File: config.mk
export PLATFORM = sky130hd
export DESIGN_NAME = proc_egress_flat
export DESIGN_NICKNAME = d
export VERILOG_FILES = /design/src/verilog/glb_pkg.sv /design/src/verilog/proc_pkt_if.sv /design/src/verilog/proc_egress.sv /design/src/flat_wrapper.sv
export VERILOG_INCLUDE_DIRS = /design/src /design/src/verilog
export SDC_FILE = /design/constraint.sdc
export NUM_CORES = 1
export LEC_CHECK = 0
export BUFFER_PORTS_ARGS = -buffer_cell sky130_fd_sc_hd__buf_2
export CAP_MARGIN = 20
export CORE_MARGIN = 3
export CORE_UTILIZATION = 35
export CTS_CLUSTER_SIZE = 40
export DETAILED_ROUTE_END_ITERATION = 8
export PLACE_DENSITY_LB_ADDON = 0.12
export RECOVER_POWER = 100
export SLEW_MARGIN = 15
export SYNTH_ARGS = -nofsm -noshare
export SYNTH_HDL_FRONTEND = slang
export SYNTH_SLANG_ARGS = --single-unit
export TNS_END_PERCENT = 1
File: constraint.sdc
create_clock -name clk -period 5.2 [get_ports clk]
set_clock_uncertainty 0.05 [all_clocks]
set_input_delay 1.04 -clock clk [delete_from_list [all_inputs] [get_ports clk]]
set_output_delay 1.04 -clock clk [all_outputs]
set_load 0.02 [all_outputs]
File: src/verilog/glb_defs.svh
// global buffer sizes and address fields

`ifndef GLB_DEFS_SVH
`define GLB_DEFS_SVH

// tiles in the west to east chain
`define GLB_NUM_TILES 4

// bank word and byte enables
`define GLB_DATA_WIDTH 64
`define GLB_STRB_WIDTH (`GLB_DATA_WIDTH / 8)

// byte address = {tile select, bank word address, byte offset}
`define GLB_BYTE_OFFSET_WIDTH 3
`define GLB_BANK_ADDR_WIDTH 6
`define GLB_TILE_SEL_WIDTH 2
`define GLB_ADDR_WIDTH (`GLB_BYTE_OFFSET_WIDTH + `GLB_BANK_ADDR_WIDTH + `GLB_TILE_SEL_WIDTH)

`endif

File: src/verilog/glb_pkg.sv
// global buffer shared types

`include "glb_defs.svh"

package glb_pkg;

    // processor byte address
    typedef logic [`GLB_ADDR_WIDTH-1:0] glb_addr_t;

    // one bank word and its byte strobe
    typedef logic [`GLB_DATA_WIDTH-1:0] glb_data_t;
    typedef logic [`GLB_STRB_WIDTH-1:0] glb_strb_t;

    // word address inside one bank
    typedef logic [`GLB_BANK_ADDR_WIDTH-1:0] bank_addr_t;

    // tile number, same width as the tile-select field
    typedef logic [`GLB_TILE_SEL_WIDTH-1:0] tile_id_t;

endpackage

File: src/verilog/proc_pkt_if.sv
// processor packet stage between tiles

interface proc_pkt_if import glb_pkg::*; ();

    // write request
    logic      wr_en;
    glb_strb_t wr_strb;
    glb_addr_t wr_addr;
    glb_data_t wr_data;

    // read request
    logic      rd_en;
    glb_addr_t rd_addr;

    // read response, travels with its request
    glb_data_t rd_data;
    logic      rd_data_valid;

    // west side of a stage drives it
    modport upstream (
        output wr_en, wr_strb, wr_addr, wr_data,
        output rd_en, rd_addr,
        output rd_data, rd_data_valid
    );

    // east side of a stage consumes it
    modport downstream (
        input wr_en, wr_strb, wr_addr, wr_data,
        input rd_en, rd_addr,
        input rd_data, rd_data_valid
    );

endinterface

File: src/verilog/proc_egress.sv
// read response output register

module proc_egress import glb_pkg::*; (
    input  logic            clk,
    input  logic            reset,
    proc_pkt_if.downstream  pkt_in,
    output glb_data_t       rd_data,
    output logic            rd_data_valid
);

    always_ff @(posedge clk or posedge reset) begin
        if (reset) begin
            rd_data_valid <= 1'b0;
        end else begin
            rd_data_valid <= pkt_in.rd_data_valid;
        end
    end

    // keep the last returned word between responses
    always_ff @(posedge clk or posedge reset) begin
        if (reset) begin
            rd_data <= '0;
        end else if (pkt_in.rd_data_valid) begin
            rd_data <= pkt_in.rd_data;
        end
    end

    // every response leaving the chain belongs to a read request
    a_resp_has_request: assert property (@(posedge clk) disable iff (reset)
        rd_data_valid |-> $past(pkt_in.rd_en))
        else $error("read response without a matching read request");

endmodule

File: src/flat_wrapper.sv
// flat-port wrapper written by rule: the top's interface ports become plain ports
module proc_egress_flat import glb_pkg::*;
  (clk, reset, rd_data, rd_data_valid, pkt_in_wr_en, pkt_in_wr_strb, pkt_in_wr_addr, pkt_in_wr_data, pkt_in_rd_en, pkt_in_rd_addr, pkt_in_rd_data, pkt_in_rd_data_valid);
  proc_pkt_if pkt_in_i ();
  input  logic clk;
  input  logic reset;
  output glb_data_t rd_data;
  output logic rd_data_valid;
  input wire logic [$bits(pkt_in_i.wr_en)-1:0] pkt_in_wr_en;
  input wire logic [$bits(pkt_in_i.wr_strb)-1:0] pkt_in_wr_strb;
  input wire logic [$bits(pkt_in_i.wr_addr)-1:0] pkt_in_wr_addr;
  input wire logic [$bits(pkt_in_i.wr_data)-1:0] pkt_in_wr_data;
  input wire logic [$bits(pkt_in_i.rd_en)-1:0] pkt_in_rd_en;
  input wire logic [$bits(pkt_in_i.rd_addr)-1:0] pkt_in_rd_addr;
  input wire logic [$bits(pkt_in_i.rd_data)-1:0] pkt_in_rd_data;
  input wire logic [$bits(pkt_in_i.rd_data_valid)-1:0] pkt_in_rd_data_valid;
  assign pkt_in_i.wr_en = pkt_in_wr_en;
  assign pkt_in_i.wr_strb = pkt_in_wr_strb;
  assign pkt_in_i.wr_addr = pkt_in_wr_addr;
  assign pkt_in_i.wr_data = pkt_in_wr_data;
  assign pkt_in_i.rd_en = pkt_in_rd_en;
  assign pkt_in_i.rd_addr = pkt_in_rd_addr;
  assign pkt_in_i.rd_data = pkt_in_rd_data;
  assign pkt_in_i.rd_data_valid = pkt_in_rd_data_valid;
  proc_egress u_core (.clk(clk), .reset(reset), .pkt_in(pkt_in_i), .rd_data(rd_data), .rd_data_valid(rd_data_valid));
endmodule
==> flow_metrics.env <==
export IMPL_run_status="finished with violations"
export IMPL_violations="capacitance limit, slew limit"
export IMPL_path_buf_inv=2
export IMPL_start_kind="input port"
export IMPL_syn_to_final_growth_pct=21.3
export IMPL_hold_viol=0
export IMPL_worst_pin_slew_ns=1.66
export IMPL_drive_above_1_share_pct=30.8
export IMPL_root_buffer="clkbuf_8"
export IMPL_cts_resized=0
export IMPL_powerDensity_nw_per_um2=366
export IMPL_fin_ws_ns=2.47
export IMPL_die_h_um=94.0
export IMPL_grt_pass1_vias=1769
export IMPL_report_final_slew_viol_count=28
export IMPL_synth_area_um2=2710
export IMPL_setup_viol=0
export IMPL_drcViolationCount=0
export IMPL_postLayoutCellArea_um2=3280
export IMPL_p_leak_nw=1.48
export IMPL_fin_nets=437
export IMPL_arrival_ns=2.89
export IMPL_clock_path_buffers=2
export IMPL_die_area_um2=8830
export IMPL_cts_sinks=65
export IMPL_drt_pre_antenna_iters=4
export IMPL_clockPowerShare_pct=35.4
export IMPL_synth_nets=300
export IMPL_portBuffers=131
export IMPL_grt_max_degree=66
export IMPL_period_minus_slack_ns=2.73
export IMPL_crit_family="buffers and inverters"
export IMPL_slowest_stage="clkbuf_1"
export IMPL_rsz0062_at_grt="false"
export IMPL_synth_edf_count=0
export IMPL_num_antenna_cells=0
export IMPL_p_sw_share_pct=28.2
export IMPL_crit_chain="clkbuf_1, buf_16, mux2_1"
export IMPL_max_stage_delay_ns=1.18
export IMPL_clock_latency_ns=0.34
export IMPL_ys_ff_latch=65
export IMPL_irDropWorstVdd_mv=0.149
export IMPL_grt_first_pass_wirelength_um=8980
export IMPL_holdCritPathClass="reg -> reg"
export IMPL_yosysMostFrequentCell="dfrtp_1"
export IMPL_synth_top_area_share_pct=60.1
export IMPL_cts_clk_slew_worst_paths_ns=0.07
export IMPL_p_int_mw=0.863
export IMPL_p_comb_share_pct=16.4
export IMPL_antenna_found_initial=0
export IMPL_place_detailed_hpwl_um=3800
export IMPL_ctsHoldBuffers=0
export IMPL_path_max_fanout=38
export IMPL_ant_nets=0
export IMPL_yosys_area_top_type="dfrtp_1"
export IMPL_vias=1638
export IMPL_critical_path_endpoint_type="flop"
export IMPL_yosys_warnings=0
export IMPL_row_count=31
export IMPL_p_sw_mw=0.340
export IMPL_core_um2=7370
export IMPL_post_route_period_util_pct=52.5
export IMPL_slew_headroom_pct=-10.8
export IMPL_syn_inst=137
export IMPL_power_frac_seq_pct=48.3
export IMPL_grt_usage_pct=13.6
export IMPL_cts_tree="done"
export IMPL_pre_cts_ws_ns=2.67
export IMPL_syn_avg_cell_area_um2=19.8
export IMPL_initial_utilization_pct=36.7
export IMPL_die_w_um=94.0
export IMPL_synthTopCellsByArea="dfrtp_1 (60%), mux2_4 (33%), buf_12 (4.4%)"
export IMPL_wl_um=5510
export IMPL_cts_buffers=9
export IMPL_synth_commonest_cells="dfrtp_1 (65), mux2_4 (60), buf_12 (6)"
export IMPL_globalplace_congestion=0.684
export IMPL_drt_iter0_drc=36
export IMPL_drv_cap=1
export IMPL_max_freq_ghz=0.367
export IMPL_fin_tns_setup_ns=0
export IMPL_path_class="in -> reg"
export IMPL_cp_required_ns=5.36
export IMPL_async_flop_share_pct=100
export IMPL_drt_vias_per_instance=4.33
export IMPL_ys_seq_area_share_pct=60.1
export IMPL_cts_htree_levels=3
export IMPL_ys_flop_type="dfrtp_1"
export IMPL_dpl_cell_area_um2=3370
export IMPL_p_total_mw=1.20
export IMPL_post_drt_wl_per_cell_um=14.6
export IMPL_io_pins=228
export IMPL_yosysUniqueCellTypes=6
export IMPL_fillCellCount=782
export IMPL_overflow=0
export IMPL_cts_setup_buffers=0
==> worst paths after layout <==
path / startpoint / endpoint / slack (ns) / depth (start not counted)
worst max-delay path: pkt_in_rd_data_valid / u_core.rd_data[29] / 2.47 / 3
worst min-delay path: u_core.rd_data[44] / u_core.rd_data[44] / 0.43 / 1
worst max register to register: u_core.rd_data[47] / u_core.rd_data[47] / 4.35 / 1
worst min register to register: u_core.rd_data[44] / u_core.rd_data[44] / 0.43 / 1
max in group asynchronous: reset / u_core.rd_data[52] / 3.68 / 3
min in group asynchronous: reset / u_core.rd_data[12] / 0.89 / 3
==> metrics by stage <==
stage | instances | utilization [%] | hold WS, ns
4_1_cts | 377 | 48.4 | 0.459
3_5_place_dp | 361 | 45.7 | 0.437
3_3_place_gp | 361 | 45.7 | 0.437
6_report | 378 | 44.6 | 0.434
2_1_floorplan | 137 | - | 0.586
5_1_grt | 378 | 44.6 | 0.455
==> cell type report <==
cell class | count | area [um2] | share of cell area (%)
inverters | 1 | 3.75 | 0.114
clock inverters | 4 | 52.6 | 1.60
well taps | 99 | 124 | 3.77
clock buffers | 12 | 145 | 4.42
flip-flops and latches | 65 | 1630 | 49.5
multi-input cells | 64 | 724 | 22.1
repair buffers | 133 | 608 | 18.5
==> routing by layer <==
layer	part of all wire, %	wire length, um	track usage, %
met5	0	0	0
met3	15	826	9.38
met4	1.6	86	5.42
met1	44	2410	18.5
met2	40	2180	16.3
==> logic make-up (layout without fill, tap and decap cells) <==
| family | after synthesis | count (layout) | share of synthesized area [%] |
|---|---|---|---|
| buf+inv | 8 | 150 | 4.99 |
| flops | 65 | 65 | 60.1 |
| mux | 64 | 64 | 34.9 |
==> power by group through the flow <==
| stage | sequential [mW] | clock (mW) | combinational (mW) |
|---|---|---|---|
| detailed placement | 0.590 | 0 | 0.258 |
| global placement | 0.589 | 0 | 0.257 |
| floorplan | 0.654 | 0 | 0.109 |
| finish | 0.580 | 0.426 | 0.197 |
| global route | 0.589 | 0.470 | 0.216 |
| CTS | 0.583 | 0.440 | 0.258 |
==> registers in the layout, summed over array words and instances (netlist names) <==
signal	flops
u_core.rd_data	64
u_core.rd_data_valid	1
==> cells in the final DEF (no fill, tap or decap), drive strengths merged <==
| master | netlist | routed |
|---|---|---|
| buf | 7 | 67 |
| bufinv | 0 | 1 |
| clkbuf | 0 | 78 |
| clkinv | 0 | 3 |
| dfrtp | 65 | 65 |
| inv | 1 | 1 |
| mux2 | 64 | 64 |
No activity file was read; power rests on OpenSTA's default activity.
