===== src/verilog/glb_defs.svh =====
// global buffer sizes and address fields

`ifndef GLB_DEFS_SVH
`define GLB_DEFS_SVH

// tiles in the west to east chain
`define GLB_NUM_TILES 4

// bank word and byte enables
`define GLB_DATA_WIDTH 64
`define GLB_STRB_WIDTH (`GLB_DATA_WIDTH / 8)

// byte address = {tile select, bank word address, byte offset}
`define GLB_BYTE_OFFSET_WIDTH 3
`define GLB_BANK_ADDR_WIDTH 6
`define GLB_TILE_SEL_WIDTH 2
`define GLB_ADDR_WIDTH (`GLB_BYTE_OFFSET_WIDTH + `GLB_BANK_ADDR_WIDTH + `GLB_TILE_SEL_WIDTH)

`endif


===== src/verilog/glb_pkg.sv =====
// global buffer shared types

`include "glb_defs.svh"

package glb_pkg;

    // processor byte address
    typedef logic [`GLB_ADDR_WIDTH-1:0] glb_addr_t;

    // one bank word and its byte strobe
    typedef logic [`GLB_DATA_WIDTH-1:0] glb_data_t;
    typedef logic [`GLB_STRB_WIDTH-1:0] glb_strb_t;

    // word address inside one bank
    typedef logic [`GLB_BANK_ADDR_WIDTH-1:0] bank_addr_t;

    // tile number, same width as the tile-select field
    typedef logic [`GLB_TILE_SEL_WIDTH-1:0] tile_id_t;

endpackage


===== src/verilog/proc_pkt_if.sv =====
// processor packet stage between tiles

interface proc_pkt_if import glb_pkg::*; ();

    // write request
    logic      wr_en;
    glb_strb_t wr_strb;
    glb_addr_t wr_addr;
    glb_data_t wr_data;

    // read request
    logic      rd_en;
    glb_addr_t rd_addr;

    // read response, travels with its request
    glb_data_t rd_data;
    logic      rd_data_valid;

    // west side of a stage drives it
    modport upstream (
        output wr_en, wr_strb, wr_addr, wr_data,
        output rd_en, rd_addr,
        output rd_data, rd_data_valid
    );

    // east side of a stage consumes it
    modport downstream (
        input wr_en, wr_strb, wr_addr, wr_data,
        input rd_en, rd_addr,
        input rd_data, rd_data_valid
    );

endinterface


===== src/verilog/proc_ingress.sv =====
// processor request input register

module proc_ingress import glb_pkg::*; (
    input  logic       clk,
    input  logic       reset,
    input  logic       wr_en,
    input  glb_strb_t  wr_strb,
    input  glb_addr_t  wr_addr,
    input  glb_data_t  wr_data,
    input  logic       rd_en,
    input  glb_addr_t  rd_addr,
    proc_pkt_if.upstream pkt_out
);

    logic      wr_en_q;
    logic      rd_en_q;
    glb_strb_t wr_strb_q;
    glb_addr_t wr_addr_q;
    glb_data_t wr_data_q;
    glb_addr_t rd_addr_q;

    always_ff @(posedge clk or posedge reset) begin
        if (reset) begin
            wr_en_q <= 1'b0;
            rd_en_q <= 1'b0;
        end else begin
            wr_en_q <= wr_en;
            rd_en_q <= rd_en;
        end
    end

    // payload only moves with its strobe
    always_ff @(posedge clk) begin
        if (wr_en) begin
            wr_strb_q <= wr_strb;
            wr_addr_q <= wr_addr;
            wr_data_q <= wr_data;
        end
        if (rd_en) begin
            rd_addr_q <= rd_addr;
        end
    end

    assign pkt_out.wr_en   = wr_en_q;
    assign pkt_out.wr_strb = wr_strb_q;
    assign pkt_out.wr_addr = wr_addr_q;
    assign pkt_out.wr_data = wr_data_q;
    assign pkt_out.rd_en   = rd_en_q;
    assign pkt_out.rd_addr = rd_addr_q;

    // no response yet at the head of the chain
    assign pkt_out.rd_data       = '0;
    assign pkt_out.rd_data_valid = 1'b0;

    // one packet stage carries either a write or a read
    a_no_wr_rd_overlap: assert property (@(posedge clk) disable iff (reset)
        !(wr_en && rd_en))
        else $error("processor write and read issued in the same cycle");

endmodule


===== src/flat_wrapper.sv =====
// flat-port wrapper written by rule: the top's interface ports become plain ports
module proc_ingress_flat import glb_pkg::*;
  (clk, reset, wr_en, wr_strb, wr_addr, wr_data, rd_en, rd_addr, pkt_out_wr_en, pkt_out_wr_strb, pkt_out_wr_addr, pkt_out_wr_data, pkt_out_rd_en, pkt_out_rd_addr, pkt_out_rd_data, pkt_out_rd_data_valid);
  proc_pkt_if pkt_out_i ();
  input  logic clk;
  input  logic reset;
  input  logic wr_en;
  input  glb_strb_t wr_strb;
  input  glb_addr_t wr_addr;
  input  glb_data_t wr_data;
  input  logic rd_en;
  input  glb_addr_t rd_addr;
  output wire logic [$bits(pkt_out_i.wr_en)-1:0] pkt_out_wr_en;
  output wire logic [$bits(pkt_out_i.wr_strb)-1:0] pkt_out_wr_strb;
  output wire logic [$bits(pkt_out_i.wr_addr)-1:0] pkt_out_wr_addr;
  output wire logic [$bits(pkt_out_i.wr_data)-1:0] pkt_out_wr_data;
  output wire logic [$bits(pkt_out_i.rd_en)-1:0] pkt_out_rd_en;
  output wire logic [$bits(pkt_out_i.rd_addr)-1:0] pkt_out_rd_addr;
  output wire logic [$bits(pkt_out_i.rd_data)-1:0] pkt_out_rd_data;
  output wire logic [$bits(pkt_out_i.rd_data_valid)-1:0] pkt_out_rd_data_valid;
  assign pkt_out_wr_en = pkt_out_i.wr_en;
  assign pkt_out_wr_strb = pkt_out_i.wr_strb;
  assign pkt_out_wr_addr = pkt_out_i.wr_addr;
  assign pkt_out_wr_data = pkt_out_i.wr_data;
  assign pkt_out_rd_en = pkt_out_i.rd_en;
  assign pkt_out_rd_addr = pkt_out_i.rd_addr;
  assign pkt_out_rd_data = pkt_out_i.rd_data;
  assign pkt_out_rd_data_valid = pkt_out_i.rd_data_valid;
  proc_ingress u_core (.clk(clk), .reset(reset), .wr_en(wr_en), .wr_strb(wr_strb), .wr_addr(wr_addr), .wr_data(wr_data), .rd_en(rd_en), .rd_addr(rd_addr), .pkt_out(pkt_out_i));
endmodule

===== config.mk =====
export PLATFORM = sky130hd
export DESIGN_NAME = proc_ingress_flat
export DESIGN_NICKNAME = d
export VERILOG_FILES = /design/src/verilog/glb_pkg.sv /design/src/verilog/proc_pkt_if.sv /design/src/verilog/proc_ingress.sv /design/src/flat_wrapper.sv
export VERILOG_INCLUDE_DIRS = /design/src /design/src/verilog
export SDC_FILE = /design/constraint.sdc
export NUM_CORES = 1
export LEC_CHECK = 0
export BUFFER_PORTS_ARGS = -buffer_cell sky130_fd_sc_hd__clkbuf_2
export CORE_AREA = 2 2 99 101
export DETAILED_ROUTE_END_ITERATION = 10
export DIE_AREA = 0 0 101 103
export PLACE_DENSITY = 0.85
export SETUP_SLACK_MARGIN = 0.15
export SYNTH_ARGS = -nofsm -noshare
export SYNTH_HDL_FRONTEND = slang
export SYNTH_SLANG_ARGS = --single-unit

===== constraint.sdc =====
create_clock -name clk -period 0.8 [get_ports clk]
set_input_delay 0.08 -clock clk [delete_from_list [all_inputs] [get_ports clk]]
set_output_delay 0.08 -clock clk [all_outputs]
set_load 0.005 [all_outputs]

==> run summary <==
In this run the biggest area consumer among cell types represents a little over four fifths of the synthesized area. The register bit total from synthesis came out at 96. The final reports fail on setup timing. The dominant delay contributor by cell family on the critical path is flip-flops.

Setup violations remaining at the end of the flow were counted as 96. The detail-routed net length per standard cell is roughly 14 um. The routed design could run at a clock period as short as ~1 ns. The clock sink total is 96. The count of max-cap constraint violations is 0.

Overall power consumption after layout is estimated at around 10,000 uW. For this design the ratio of total power to cell area is ~1900 nW/um^2. The total iterations of the first detailed-routing run came out at 4.

The number of antenna violations at the first check in global routing was 0. Setup repair after global routing could not meet its margin everywhere. The total count of hold-check failures in the final report came out at 0. The count of nets after finishing is approximately 560. Sequential elements use ~85% of the synthesized area. The number of antenna diodes in the final layout is 0. The run finished, with violations left.

The area of the placeable core came out at 9460 sq um. The arrival time at the worst endpoint is just over 0.9 ns. For this run, the top clock speed supported by timing is approximately 1 GHz. The share of layout cells above drive strength 1 is between 40% and 50%. The overall track demand over capacity in global routing is between 10% and 20%. The total count of max-transition violations in the final report came out at 0.

Walking the worst path, the cells encountered are clkbuf_2. The dominant cell type by area after synthesis is edfxtp_1. Clock-pin slew was measured on the worst setup and hold paths at roughly 0.080 ns. Input and output buffers added on the ports amount to approximately 190. Once the floorplan was initialized, standard cells occupied 35.6% of the core.

The number of standard cells after synthesis came out at 163. The number of remaining DRC errors came out at 0. The total setup buffers inserted after CTS came out at 0. The via count of the first global-routing pass is approximately 2,300.

The number of library cell types mapped by synthesis is 5. The type of origin of the critical path is a register. The cell at the root of the clock tree is clkbuf_8. After detailed routing, the number of vias per cell comes to around 4. Counting both buffers and inverters, the worst setup path holds a total of 1.

The final non-filler cell area came out at approximately 5400 sq um. The die covers 10,400 sq um. Of all nets on the critical path, the largest fanout is 1. Among all stages on the critical path, the largest delay is contributed by edfxtp_1. The largest net degree at the start of global routing is 33. The Yosys step of the flow raised 0 warnings. The detailed router placed ~2,300 vias in this run.

The row count came out at 36. For this run the aggregate overflow at the end of global routing stands at 0. The peak supply drop is about 0.00088 V.

The worst hold path terminates at u_core.pkt_out.rd_en. The critical path class is reg2out. In this run the static leakage power is 0.00249 uW. Along the worst hold path, the cell count comes to 1. The congestion estimate from routability-driven global placement came to approximately 0.70. The layout filler cell count came out at 760. The top-level I/O count came out at 259. The first-pass GRT wire length came out at between 10,000 and 15,000 um. The worst hold path begins at rd_en.

Detailed placement ended at an HPWL of approximately 5700 um. STA classifies the critical path endpoint as an output pin. The netlist area before placement came out at approximately 3400 sq um. The area added between synthesis and finish came out at 61.7%.

The wire length after detailed routing is roughly 8400 um. The sum of negative setup slack came out at -12.57 ns. The total placed instance area came out at 4290 sq um. In this run the vertical extent of the chip is around 100 um.

The average instance area after synthesis is ~21 sq um. The final worst setup slack came out at -0.186 ns. The die is between 100 and 150 um wide. The data required time at the worst endpoint is ~0.72 ns. The number of antenna-violating nets in the routed design came out at 0. The longest clock path from root to sink contains 2 buffers. The level count of the clock H-tree is 3. The share of the cycle needed by the critical path after routing came out at 123%. The CTS buffer count came out at 9. The CTS tree is yes. The initial detailed-routing violation count is 56.

By area the synthesized netlist is led by edfxtp_1 (84%), buf_4 (14%), dfrtp_1 (1.5%). Once layout is complete, the utilization of the core stands at a little under three fifths. The largest stage delay on the critical path came out at 0.43 ns. The class of the tightest hold or removal check is in2reg.
-- timing repair --
action	CTS	global route
setup endpoints to repair	96	96
resized for setup	0	6
endpoints found under the hold margin	96	0
gates cloned	0	0
pin swaps	0	0
hold buffers	95	0
-- power breakdown --
group | switching, uW | internal [uW] | total (uW)
Sequential | 119 | 5950 | 6070
Combinational | 534 | 737 | 1270
Clock | 1650 | 1460 | 3110
-- registers in the layout, summed over array words and instances, names as in the netlist --
name	cells
u_core.pkt_out.rd_addr	11
u_core.pkt_out.rd_en	1
u_core.pkt_out.wr_addr	11
u_core.pkt_out.wr_data	64
u_core.pkt_out.wr_en	1
u_core.pkt_out.wr_strb	8
-- layout make-up --
cell class	count	area, sq um	share of cell area, %
flip-flops and latches	96	2870	52.7
repair buffers	293	1990	36.5
multi-input cells	65	244	4.48
well taps	114	143	2.62
clock buffers	10	128	2.34
clock inverters	6	68.8	1.26
inverters	1	3.75	0.0689
-- metal layers --
metal | track usage [%] | wire length (um)
met1 | 16.1 | 2890
met2 | 27.4 | 4670
met3 | 5.83 | 649
met4 | 6.76 | 147
met5 | 0 | 0
-- placed cells by master (no fill, tap or decap), drive strengths merged --
cell / instances
conb: 65
clkbuf: 198
clkinvlp: 1
dlygate4sd3: 95
clkinv: 3
buf: 10
dfrtp: 2
edfxtp: 94
bufinv: 1
inv: 2
-- worst max path at each step --
| stage | start | endpoint | cells past startpoint |
|---|---|---|---|
| 2_1_floorplan | u_core.pkt_out.rd_addr[0] | pkt_out_rd_addr[0] | 0 |
| 3_3_place_gp | wr_en | u_core.pkt_out.wr_data[41] | 2 |
| 3_5_place_dp | wr_en | u_core.pkt_out.wr_data[11] | 2 |
| 4_1_cts | u_core.pkt_out.wr_addr[7] | pkt_out_wr_addr[7] | 1 |
| 5_1_grt | u_core.pkt_out.wr_addr[7] | pkt_out_wr_addr[7] | 1 |
| 6_report | u_core.pkt_out.wr_data[23] | pkt_out_wr_data[23] | 1 |
-- stage by stage --
step                      setup WS (ns)  instances  hold slack [ns]
after CTS                        -0.229        585           0.0116
after global routing             -0.246        585           0.0343
after global placement           0.0356        474          -0.0808
after floorplan                   0.365        227           -0.179
after detailed placement         0.0284        474          -0.0754
final                            -0.186        585           0.0450
-- cells in the mapped netlist, drive strengths merged --
cell,instances
dfrtp,2
edfxtp,94
conb,1
buf,65
inv,1
-- cells by family after synthesis --
group | after synthesis | share of synthesized area [%]
buffers and inverters | 66 | 14.6
DFF | 96 | 85.3
other | 1 | 0.111
Note: power is estimated with default switching activity, not from simulation.
